<file path="src/noc_pkg.sv">
package noc_pkg;

	localparam int NUM_PORTS = 4;

	// port indices, also the order of every per-port array.
	localparam int PORT_N = 0;
	localparam int PORT_E = 1;
	localparam int PORT_W = 2;
	localparam int PORT_L = 3;

	localparam int COORD_W   = 4;	// one mesh coordinate.
	localparam int PAYLOAD_W = 8;

	// input buffer geometry.
	localparam int FIFO_DEPTH = 4;
	localparam int PTR_W      = 2;	// log2 of FIFO_DEPTH.

	// node address, x in the upper nibble and y in the lower.
	typedef struct packed {
		logic [COORD_W-1:0] x;
		logic [COORD_W-1:0] y;
	} addr_t;

	// single-flit packet, destination on top.
	typedef struct packed {
		addr_t                dest;
		logic [PAYLOAD_W-1:0] payload;
	} flit_t;

endpackage

</file>
<file path="src/route_calc.sv">
module route_calc (
	input  noc_pkg::addr_t head_addr_i,
	input  logic           head_valid_i,
	input  noc_pkg::addr_t local_addr_i,

	output logic           north_req_o,
	output logic           east_req_o,
	output logic           west_req_o,
	output logic           local_req_o
);

	logic x_gt, x_lt, y_gt, y_eq;

	assign x_gt = (head_addr_i.x > local_addr_i.x);
	assign x_lt = (head_addr_i.x < local_addr_i.x);
	assign y_gt = (head_addr_i.y > local_addr_i.y);
	assign y_eq = (head_addr_i.y == local_addr_i.y);

	// xy order: x has to be settled before y is looked at.
	always_comb begin
		north_req_o = 1'b0;
		east_req_o  = 1'b0;
		west_req_o  = 1'b0;
		local_req_o = 1'b0;
		if (head_valid_i) begin
			if (x_gt) begin
				east_req_o = 1'b1;
			end else if (x_lt) begin
				west_req_o = 1'b1;
			end else if (y_gt) begin
				north_req_o = 1'b1;
			end else if (y_eq) begin
				local_req_o = 1'b1;
			end
			// a destination south of here has no port and raises nothing.
		end
	end

endmodule

</file>
<file path="src/rr_arbiter3.sv">
module rr_arbiter3 (
	input  logic       clk,
	input  logic       rst_n_i,
	input  logic [2:0] req_i,
	input  logic       out_full_i,

	output logic [2:0] grant_o,
	output logic       grant_v_o
);

	logic [1:0] ptr_q;	// requester with top priority.
	logic [1:0] ptr_d;

	// first requester at or after the pointer, wrapping around.
	always_comb begin
		grant_o = 3'b000;
		if (!out_full_i) begin
			case (ptr_q)
				2'd0: begin
					if (req_i[0])      grant_o = 3'b001;
					else if (req_i[1]) grant_o = 3'b010;
					else if (req_i[2]) grant_o = 3'b100;
				end
				2'd1: begin
					if (req_i[1])      grant_o = 3'b010;
					else if (req_i[2]) grant_o = 3'b100;
					else if (req_i[0]) grant_o = 3'b001;
				end
				default: begin
					if (req_i[2])      grant_o = 3'b100;
					else if (req_i[0]) grant_o = 3'b001;
					else if (req_i[1]) grant_o = 3'b010;
				end
			endcase
		end
	end

	assign grant_v_o = |grant_o;

	// pointer moves past the winner.
	always_comb begin
		ptr_d = ptr_q;
		if (grant_o[0])      ptr_d = 2'd1;
		else if (grant_o[1]) ptr_d = 2'd2;
		else if (grant_o[2]) ptr_d = 2'd0;
	end

	always_ff @(posedge clk or negedge rst_n_i) begin
		if (!rst_n_i) begin
			ptr_q <= 2'd0;
		end else begin
			ptr_q <= ptr_d;
		end
	end

endmodule

</file>
<file path="src/edge_controller.sv">
module edge_controller (
	input  logic                         clk,
	input  logic                         rst_n_i,
	input  noc_pkg::addr_t               head_addr_i [noc_pkg::NUM_PORTS-1:0],
	input  logic [noc_pkg::NUM_PORTS-1:0] head_valid_i,
	input  noc_pkg::addr_t               local_addr_i,
	input  logic [noc_pkg::NUM_PORTS-1:0] out_full_i,

	output logic [2:0]                   grant_e_o,
	output logic [2:0]                   grant_w_o,
	output logic [2:0]                   grant_l_o,
	output logic [noc_pkg::NUM_PORTS-1:0] grant_v_o,
	output logic [noc_pkg::NUM_PORTS-1:0] pop_o
);

	import noc_pkg::*;

	// requests per output, bits in ascending input order.
	logic       req_n;	// local only.
	logic [2:0] req_e;	// n, w, l.
	logic [2:0] req_w;	// n, e, l.
	logic [2:0] req_l;	// n, e, w.

	route_calc rc_n (
		.head_addr_i (head_addr_i[PORT_N]),
		.head_valid_i(head_valid_i[PORT_N]),
		.local_addr_i,
		.north_req_o (),
		.east_req_o  (req_e[0]),
		.west_req_o  (req_w[0]),
		.local_req_o (req_l[0])
	);

	route_calc rc_e (
		.head_addr_i (head_addr_i[PORT_E]),
		.head_valid_i(head_valid_i[PORT_E]),
		.local_addr_i,
		.north_req_o (),
		.east_req_o  (),
		.west_req_o  (req_w[1]),
		.local_req_o (req_l[1])
	);

	route_calc rc_w (
		.head_addr_i (head_addr_i[PORT_W]),
		.head_valid_i(head_valid_i[PORT_W]),
		.local_addr_i,
		.north_req_o (),
		.east_req_o  (req_e[1]),
		.west_req_o  (),
		.local_req_o (req_l[2])
	);

	route_calc rc_l (
		.head_addr_i (head_addr_i[PORT_L]),
		.head_valid_i(head_valid_i[PORT_L]),
		.local_addr_i,
		.north_req_o (req_n),
		.east_req_o  (req_e[2]),
		.west_req_o  (req_w[2]),
		.local_req_o ()
	);

	// north has a single requester, so no arbiter.
	assign grant_v_o[PORT_N] = req_n & ~out_full_i[PORT_N];

	rr_arbiter3 arb_e (
		.clk, .rst_n_i, .req_i(req_e), .out_full_i(out_full_i[PORT_E]),
		.grant_o(grant_e_o), .grant_v_o(grant_v_o[PORT_E])
	);

	rr_arbiter3 arb_w (
		.clk, .rst_n_i, .req_i(req_w), .out_full_i(out_full_i[PORT_W]),
		.grant_o(grant_w_o), .grant_v_o(grant_v_o[PORT_W])
	);

	rr_arbiter3 arb_l (
		.clk, .rst_n_i, .req_i(req_l), .out_full_i(out_full_i[PORT_L]),
		.grant_o(grant_l_o), .grant_v_o(grant_v_o[PORT_L])
	);

	// a buffer pops when any output takes its head.
	assign pop_o[PORT_N] = grant_e_o[0] | grant_w_o[0] | grant_l_o[0];
	assign pop_o[PORT_E] = grant_w_o[1] | grant_l_o[1];
	assign pop_o[PORT_W] = grant_e_o[1] | grant_l_o[2];
	assign pop_o[PORT_L] = grant_v_o[PORT_N] | grant_e_o[2] | grant_w_o[2];

endmodule

</file>
<file path="src/flit_fifo.sv">
module flit_fifo (
	input  logic           clk,
	input  logic           rst_n_i,
	input  logic           push_i,
	input  noc_pkg::flit_t flit_i,
	input  logic           pop_i,

	output noc_pkg::flit_t head_o,
	output logic           head_valid_o,
	output logic           full_o
);

	import noc_pkg::*;

	flit_t            mem [FIFO_DEPTH];
	logic [PTR_W-1:0] wr_ptr_q;
	logic [PTR_W-1:0] rd_ptr_q;
	logic [PTR_W:0]   count_q;	// one bit wider to hold FIFO_DEPTH.
	logic             do_push;
	logic             do_pop;

	assign full_o       = (count_q == (PTR_W+1)'(FIFO_DEPTH));
	assign head_valid_o = (count_q != '0);
	assign head_o       = mem[rd_ptr_q];

	assign do_push = push_i & ~full_o;	// dropped when full.
	assign do_pop  = pop_i & head_valid_o;

	always_ff @(posedge clk) begin
		if (do_push) begin
			mem[wr_ptr_q] <= flit_i;
		end
	end

	// pointers wrap on their own since the depth is a power of two.
	always_ff @(posedge clk or negedge rst_n_i) begin
		if (!rst_n_i) begin
			wr_ptr_q <= '0;
			rd_ptr_q <= '0;
		end else begin
			if (do_push) wr_ptr_q <= wr_ptr_q + 1'b1;
			if (do_pop)  rd_ptr_q <= rd_ptr_q + 1'b1;
		end
	end

	always_ff @(posedge clk or negedge rst_n_i) begin
		if (!rst_n_i) begin
			count_q <= '0;
		end else begin
			case ({do_push, do_pop})
				2'b10:   count_q <= count_q + 1'b1;
				2'b01:   count_q <= count_q - 1'b1;
				default: count_q <= count_q;	// idle, or push and pop together.
			endcase
		end
	end

endmodule

</file>
<file path="src/output_crossbar.sv">
module output_crossbar (
	input  logic                         clk,
	input  logic                         rst_n_i,
	input  noc_pkg::flit_t               head_i [noc_pkg::NUM_PORTS-1:0],
	input  logic [2:0]                   grant_e_i,
	input  logic [2:0]                   grant_w_i,
	input  logic [2:0]                   grant_l_i,
	input  logic [noc_pkg::NUM_PORTS-1:0] grant_v_i,

	output noc_pkg::flit_t               out_flit_o [noc_pkg::NUM_PORTS-1:0],
	output logic [noc_pkg::NUM_PORTS-1:0] out_valid_o
);

	import noc_pkg::*;

	flit_t next_flit [NUM_PORTS-1:0];

	// one-hot select among three heads.
	function automatic flit_t sel3(input logic [2:0] grant, input flit_t a,
		input flit_t b, input flit_t c);
		flit_t f;
		f = '0;
		if (grant[0])      f = a;
		else if (grant[1]) f = b;
		else if (grant[2]) f = c;
		return f;
	endfunction

	always_comb begin
		next_flit[PORT_N] = head_i[PORT_L];	// only local goes north.
		next_flit[PORT_E] = sel3(grant_e_i, head_i[PORT_N], head_i[PORT_W], head_i[PORT_L]);
		next_flit[PORT_W] = sel3(grant_w_i, head_i[PORT_N], head_i[PORT_E], head_i[PORT_L]);
		next_flit[PORT_L] = sel3(grant_l_i, head_i[PORT_N], head_i[PORT_E], head_i[PORT_W]);
	end

	always_ff @(posedge clk) begin
		for (int p = 0; p < NUM_PORTS; p++) begin
			if (grant_v_i[p]) begin
				out_flit_o[p] <= next_flit[p];
			end
		end
	end

	// one-cycle strobe per granted flit.
	always_ff @(posedge clk or negedge rst_n_i) begin
		if (!rst_n_i) begin
			out_valid_o <= '0;
		end else begin
			out_valid_o <= grant_v_i;
		end
	end

endmodule

</file>
<file path="src/edge_router.sv">
module edge_router (
	input  logic                         clk,
	input  logic                         rst_n_i,
	input  noc_pkg::addr_t               local_addr_i,
	input  noc_pkg::flit_t               in_flit_i [noc_pkg::NUM_PORTS-1:0],
	input  logic [noc_pkg::NUM_PORTS-1:0] in_valid_i,
	output logic [noc_pkg::NUM_PORTS-1:0] in_full_o,

	output noc_pkg::flit_t               out_flit_o [noc_pkg::NUM_PORTS-1:0],
	output logic [noc_pkg::NUM_PORTS-1:0] out_valid_o,
	input  logic [noc_pkg::NUM_PORTS-1:0] out_full_i
);

	import noc_pkg::*;

	flit_t                head_flit [NUM_PORTS-1:0];
	addr_t                head_addr [NUM_PORTS-1:0];
	logic [NUM_PORTS-1:0] head_valid;
	logic [NUM_PORTS-1:0] pop;
	logic [2:0]           grant_e, grant_w, grant_l;
	logic [NUM_PORTS-1:0] grant_v;

	for (genvar p = 0; p < NUM_PORTS; p++) begin : gen_in
		flit_fifo fifo (
			.clk,
			.rst_n_i,
			.push_i      (in_valid_i[p]),
			.flit_i      (in_flit_i[p]),
			.pop_i       (pop[p]),
			.head_o      (head_flit[p]),
			.head_valid_o(head_valid[p]),
			.full_o      (in_full_o[p])
		);
		assign head_addr[p] = head_flit[p].dest;	// routing needs only the address.
	end

	edge_controller controller (
		.clk, .rst_n_i,
		.head_addr_i(head_addr), .head_valid_i(head_valid),
		.local_addr_i, .out_full_i,
		.grant_e_o(grant_e), .grant_w_o(grant_w), .grant_l_o(grant_l),
		.grant_v_o(grant_v), .pop_o(pop)
	);

	output_crossbar crossbar (
		.clk, .rst_n_i,
		.head_i(head_flit),
		.grant_e_i(grant_e), .grant_w_i(grant_w), .grant_l_i(grant_l),
		.grant_v_i(grant_v),
		.out_flit_o, .out_valid_o
	);

endmodule

</file>
<file path="config.mk">
export PLATFORM = sky130hd
export DESIGN_NAME = edge_router
export DESIGN_NICKNAME = d
export VERILOG_FILES = /design/src/noc_pkg.sv /design/src/route_calc.sv /design/src/rr_arbiter3.sv /design/src/edge_controller.sv /design/src/flit_fifo.sv /design/src/output_crossbar.sv /design/src/edge_router.sv
export SDC_FILE = /design/constraint.sdc
export NUM_CORES = 1
export LEC_CHECK = 0
export BUFFER_PORTS_ARGS = -buffer_cell sky130_fd_sc_hd__buf_2
export CAP_MARGIN = 10
export CORE_MARGIN = 5
export CORE_UTILIZATION = 59
export CTS_CLUSTER_DIAMETER = 200
export DETAILED_ROUTE_END_ITERATION = 8
export HOLD_SLACK_MARGIN = 0.03
export PLACE_DENSITY = 0.8
export SYNTH_ARGS = -nofsm -noshare
export SYNTH_HDL_FRONTEND = slang
export SYNTH_HIERARCHICAL = 1
export SYNTH_SLANG_ARGS = --single-unit
export TNS_END_PERCENT = 50
</file>
<file path="constraint.sdc">
create_clock -name clk -period 4.5 [get_ports clk]
set_input_delay 0.225 -clock clk [delete_from_list [all_inputs] [get_ports clk]]
set_output_delay 0.225 -clock clk [all_outputs]
set_load 0.01 [all_outputs]
</file>
# After elaboration in Yosys (flattened, before gate mapping)
# Memories as Yosys holds them, arrays and structs flattened.
# Index checks and enable logic that the tools add are counted.
# totals
memories	4
latch_bits	0
romBits	0
ramBits	256
reg_bits	102
out_inout_bits	72
# op_classes
n_div	0
addsub	16
n_bitwise	20
eq_ne	18
shifts	0
reduce_logical	17
order_cmp	12
muxes	97
mul	0
# memory_table
memory	words	width	read_ports	rd_clocked_by_memory_dff	wr	line_no	rtl
gen_in[0].fifo.mem	4	16	1	0	1	flit_fifo.sv:15	flit_t mem [FIFO_DEPTH];
gen_in[1].fifo.mem	4	16	1	0	1	flit_fifo.sv:15	
gen_in[2].fifo.mem	4	16	1	0	1	flit_fifo.sv:15	
gen_in[3].fifo.mem	4	16	1	0	1	flit_fifo.sv:15	
# op_table
op	n
$mux W16	9
$mux W3	21
$mux W1	45
$pmux W3 S2	7
$gt A4 B4 Y1	8
$mux W2	15
$reduce_bool A3 Y1	7
$add A2 B1 Y2 const B	8
$lt A4 B4 Y1	4
$eq A2 B1 Y1 const B	7
$add A3 B1 Y3 const B	4
$eq A3 B3 Y1 const B	4
$eq A4 B4 Y1	3
$sub A3 B1 Y3 const B	4
$and A1 B1 Y1	9
$reduce_or A3 Y1	3
$eq A2 B2 Y1 const B	4
$reduce_bool A2 Y1	4
$logic_not A2 Y1	3
$or A1 B1 Y1	6
$not A1 Y1	5

# Depth between registers and ports, before layout
# An unclocked memory read counts as a cell.
# depth
depth_word	16
depth_mapped	21

# By module
# Netlist, hierarchy kept.
# by_module_without_submodules
mod	instances	cells_each	area_each_um2
flit_fifo	4	121	2776.4
output_crossbar	1	284	3304.4
route_calc	4	32	234.0
rr_arbiter3	3	24	185.2
edge_controller	1	5	38.8

# Worst setup path after synthesis
# OpenSTA, ideal clock, no wires.
# synth_path
path_kind	register to register
from	register gen_in[3].fifo.rd_ptr_q[0]
to	register gen_in[0].fifo.count_q[2]
setup_ns	0.125
synth_period_minus_slack_ns	4.067
path_buffers	3
slack_ns	0.433
path_stages_with_launch	19
t_required_ns	4.375
arrival_ns	3.941
path_cell_list	dfrtp_1 > buf_6 > buf_12 > mux4_2 > ha_1 > nor2b_1 > o211a_1 > nor3b_1 > o22ai_1 > and3b_1 > buf_4 > or3_1 > o31a_1 > ha_1 > inv_1 > fa_1 > xor2_1 > nor2_1 > xor2_1
# synth_lines
item	line_no	rtl
from (decl)	flit_fifo.sv:17	logic [PTR_W-1:0] rd_ptr_q;
from (signal assigned)	flit_fifo.sv:42	if (do_pop) rd_ptr_q <= rd_ptr_q + 1'b1;
to (signal assigned)	flit_fifo.sv:51	2'b10: count_q <= count_q + 1'b1;
to (signal assigned)	flit_fifo.sv:52	2'b01: count_q <= count_q - 1'b1;
to (signal assigned)	flit_fifo.sv:53	default: count_q <= count_q;
to (decl)	flit_fifo.sv:18	logic [PTR_W:0] count_q;

==> results.toml <==
[cts]
clockBufferDepth = 3
clk_pin_slew_ps = 60
clkSinkCount = 358
clock_latency_ps = 510
numCtsBuffers = 36
cts_root_buf = "clkbuf_16"
cts_tree = "built"
htree_levels = 2
cts_setup_buffers = 0

[layout]
drive_gt1_share_pct = 24.3
nets = 1329
fin_cells = 1557
fillers = 1693
multi_input_area_um2 = 4710
area_growth_pct = 18.5
seq_area_um2 = 10600
diodes = 0

[yosys]
syn_area_per_cell_um2 = 16.6
syn_inst = 951
syn_area_um2 = 15800
yosysWarningCount = 6
synthesis.nets = 1089

[worst_setup_path]
crit_path_end_kind = "register"
cp.required_ps = 4890
critPathKind = "reg -> reg"
critical_path_arrival_ps = 4700
r2r_start = "gen_in[3].fifo/rd_ptr_q[0]$_DFFE_PN0P_"
crit_path_start = "gen_in[3].fifo/rd_ptr_q[0]$_DFFE_PN0P_"
start_kind = "register"
cp_max_fo = 8

[pwr]
p_int_mw = 8.35
combPwrFrac_pct = 36.1
power.density_nw_per_um2 = 679
p_sw_share_pct = 34.4
p_sw_mw = 4.38
p_leak_nw = 7.07
power_mw = 12.7
clock_power_share_pct = 23.9
seq_power_share_pct = 40.0
vdd_ir_drop_max_mv = 0.529

[placement]
port_buffers = 153
placed_cells = 1429
dp_hpwl_mm = 25.7
gp_congestion = 0.941

[sta]
clock.fmax_mhz = 232
clock-skew-final_ps = 19.8
tns_ps = 0
final-max-slew-violation-count = 0
setup_viol = 0
hold_violations = 0
timing.hold.ws_ps = 58.7
rsz0062_at_grt = "no"
period_share_pct = 95.9
period_needed_ps = 4310
slew_headroom_pct = 40.2
max_slew.worst_pin.slew_ps = 897

[floorplanning]
rows = 60
ioPinCount = 154
die_y_um = 174
fp.coreArea_um2 = 26700
start_util_pct = 59.4
die_area_um2 = 30200
die_width_um = 174

[grt]
grt_pass1_wl_mm = 56.2
grt_usage_pct = 24.4
grt_pass1_vias = 9324
grt_max_degree = 39
antenna_found_initial = 0
grt_remaining_overflow = 0

[job]
maxCapViolCount = 0

[detailed_routing]
firstDrtPassIters = 5
routed_wl_mm = 37.2
vias_per_cell = 5.96
wire_per_inst_um = 23.9
drc = 0
ant_nets = 0
initialDrtViolationCount = 1093
num_vias = 9285

[worst_hold_path]
min_path_type = "in -> reg"
hp-start = "out_full_i[2]"

[run_status]
status = "complete, no violations"
## worst max-delay path: stages (launching register included)
cell	delay (ps)
dfrtp_1	610
buf_4	230
mux4_2	600
ha_1	340
o211a_1	200
o21ai_0	100
nor2_1	380
o22ai_1	150
and3b_1	220
or3_1	330
o31a_1	170
ha_1	240
inv_1	80
fa_1	180
xor2_1	170
nor2_1	70
xor2_1	140
## metal layers
metal	vias to the layer above	track usage, %	wire, µm
li1	4117	-	-
met1	4609	33.7	14800
met2	470	38.7	17800
met3	89	5.91	3290
met4	0	8.38	1410
met5	-	0	0
## cell usage in the layout (no fill, tap or decap), drive strengths merged, types with 13 or more instances in the layout
cell           n
buf          180
inv           60
nor2b         63
nand3b        51
ha            52
mux4          64
dlygate4sd3   65
a21oi        104
edfxtp       320
clkbuf        44
dfrtp         38
o21ai         13
and2          16
nor2          22
## worst paths after layout
| path | end | slack, ps | depth (start not counted) |
|---|---|---|---|
| worst min register to register | gen_in[1].fifo/count_q[2]$_DFFE_PN0P_ | 520 | 1 |
| worst max register to register | gen_in[0].fifo/count_q[2]$_DFFE_PN0P_ | 190 | 16 |
| worst max-delay path | gen_in[0].fifo/count_q[2]$_DFFE_PN0P_ | 190 | 16 |
| worst min-delay path | controller/arb_w/ptr_q[0]$_DFFE_PN0P_ | 60 | 3 |
| max in group asynchronous | gen_in[2].fifo/rd_ptr_q[0]$_DFFE_PN0P_ | 3670 | 3 |
| min in group asynchronous | crossbar/out_valid_o[2]$_DFF_PN0_ | 360 | 3 |
## power groups by stage
stage               logic [mW]  registers (mW)  clock network [mW]
floorplan                 3.10            5.01                   0
global placement          4.34            5.10                   0
detailed placement        4.46            5.14                   0
CTS                       4.53            5.08                3.08
global route              4.92            5.16                3.24
finish                    4.60            5.09                3.04
## sequential cells by signal (all words and copies together) (netlist names)
name and flops:
gen_in.fifo/mem 256, crossbar/out_flit_o 64, gen_in.fifo/count_q 12, gen_in.fifo/rd_ptr_q 8, gen_in.fifo/wr_ptr_q 8, crossbar/out_valid_o 4
controller/arb_e/ptr_q 2, controller/arb_l/ptr_q 2, controller/arb_w/ptr_q 2
## cell type report
cell class	count	share of cell area (%)
sequential	358	56.3
clock buffer	44	5.24
multi-input combinational	490	25.1
clock inverter	19	1.21
timing repair buffer	245	8.63
tap	341	2.27
inverter	60	1.20
## through the flow
step                      worst slack [ps]  util, %  instance area [µm²]
after floorplan                        433        -                15800
after detailed placement               159     63.4                16900
final                                  185     70.4                18800
after global routing                  7.57     70.4                18800
after CTS                              149     70.4                18800
after global placement                 313     63.4                16900
## repair_timing
action,in CTS,in global routing
hold buffers,65,0
endpoints found under the setup margin,0,4
hold endpoints to repair,294,0
gates resized for setup,0,3
Note: power is estimated with default switching activity, not from simulation.
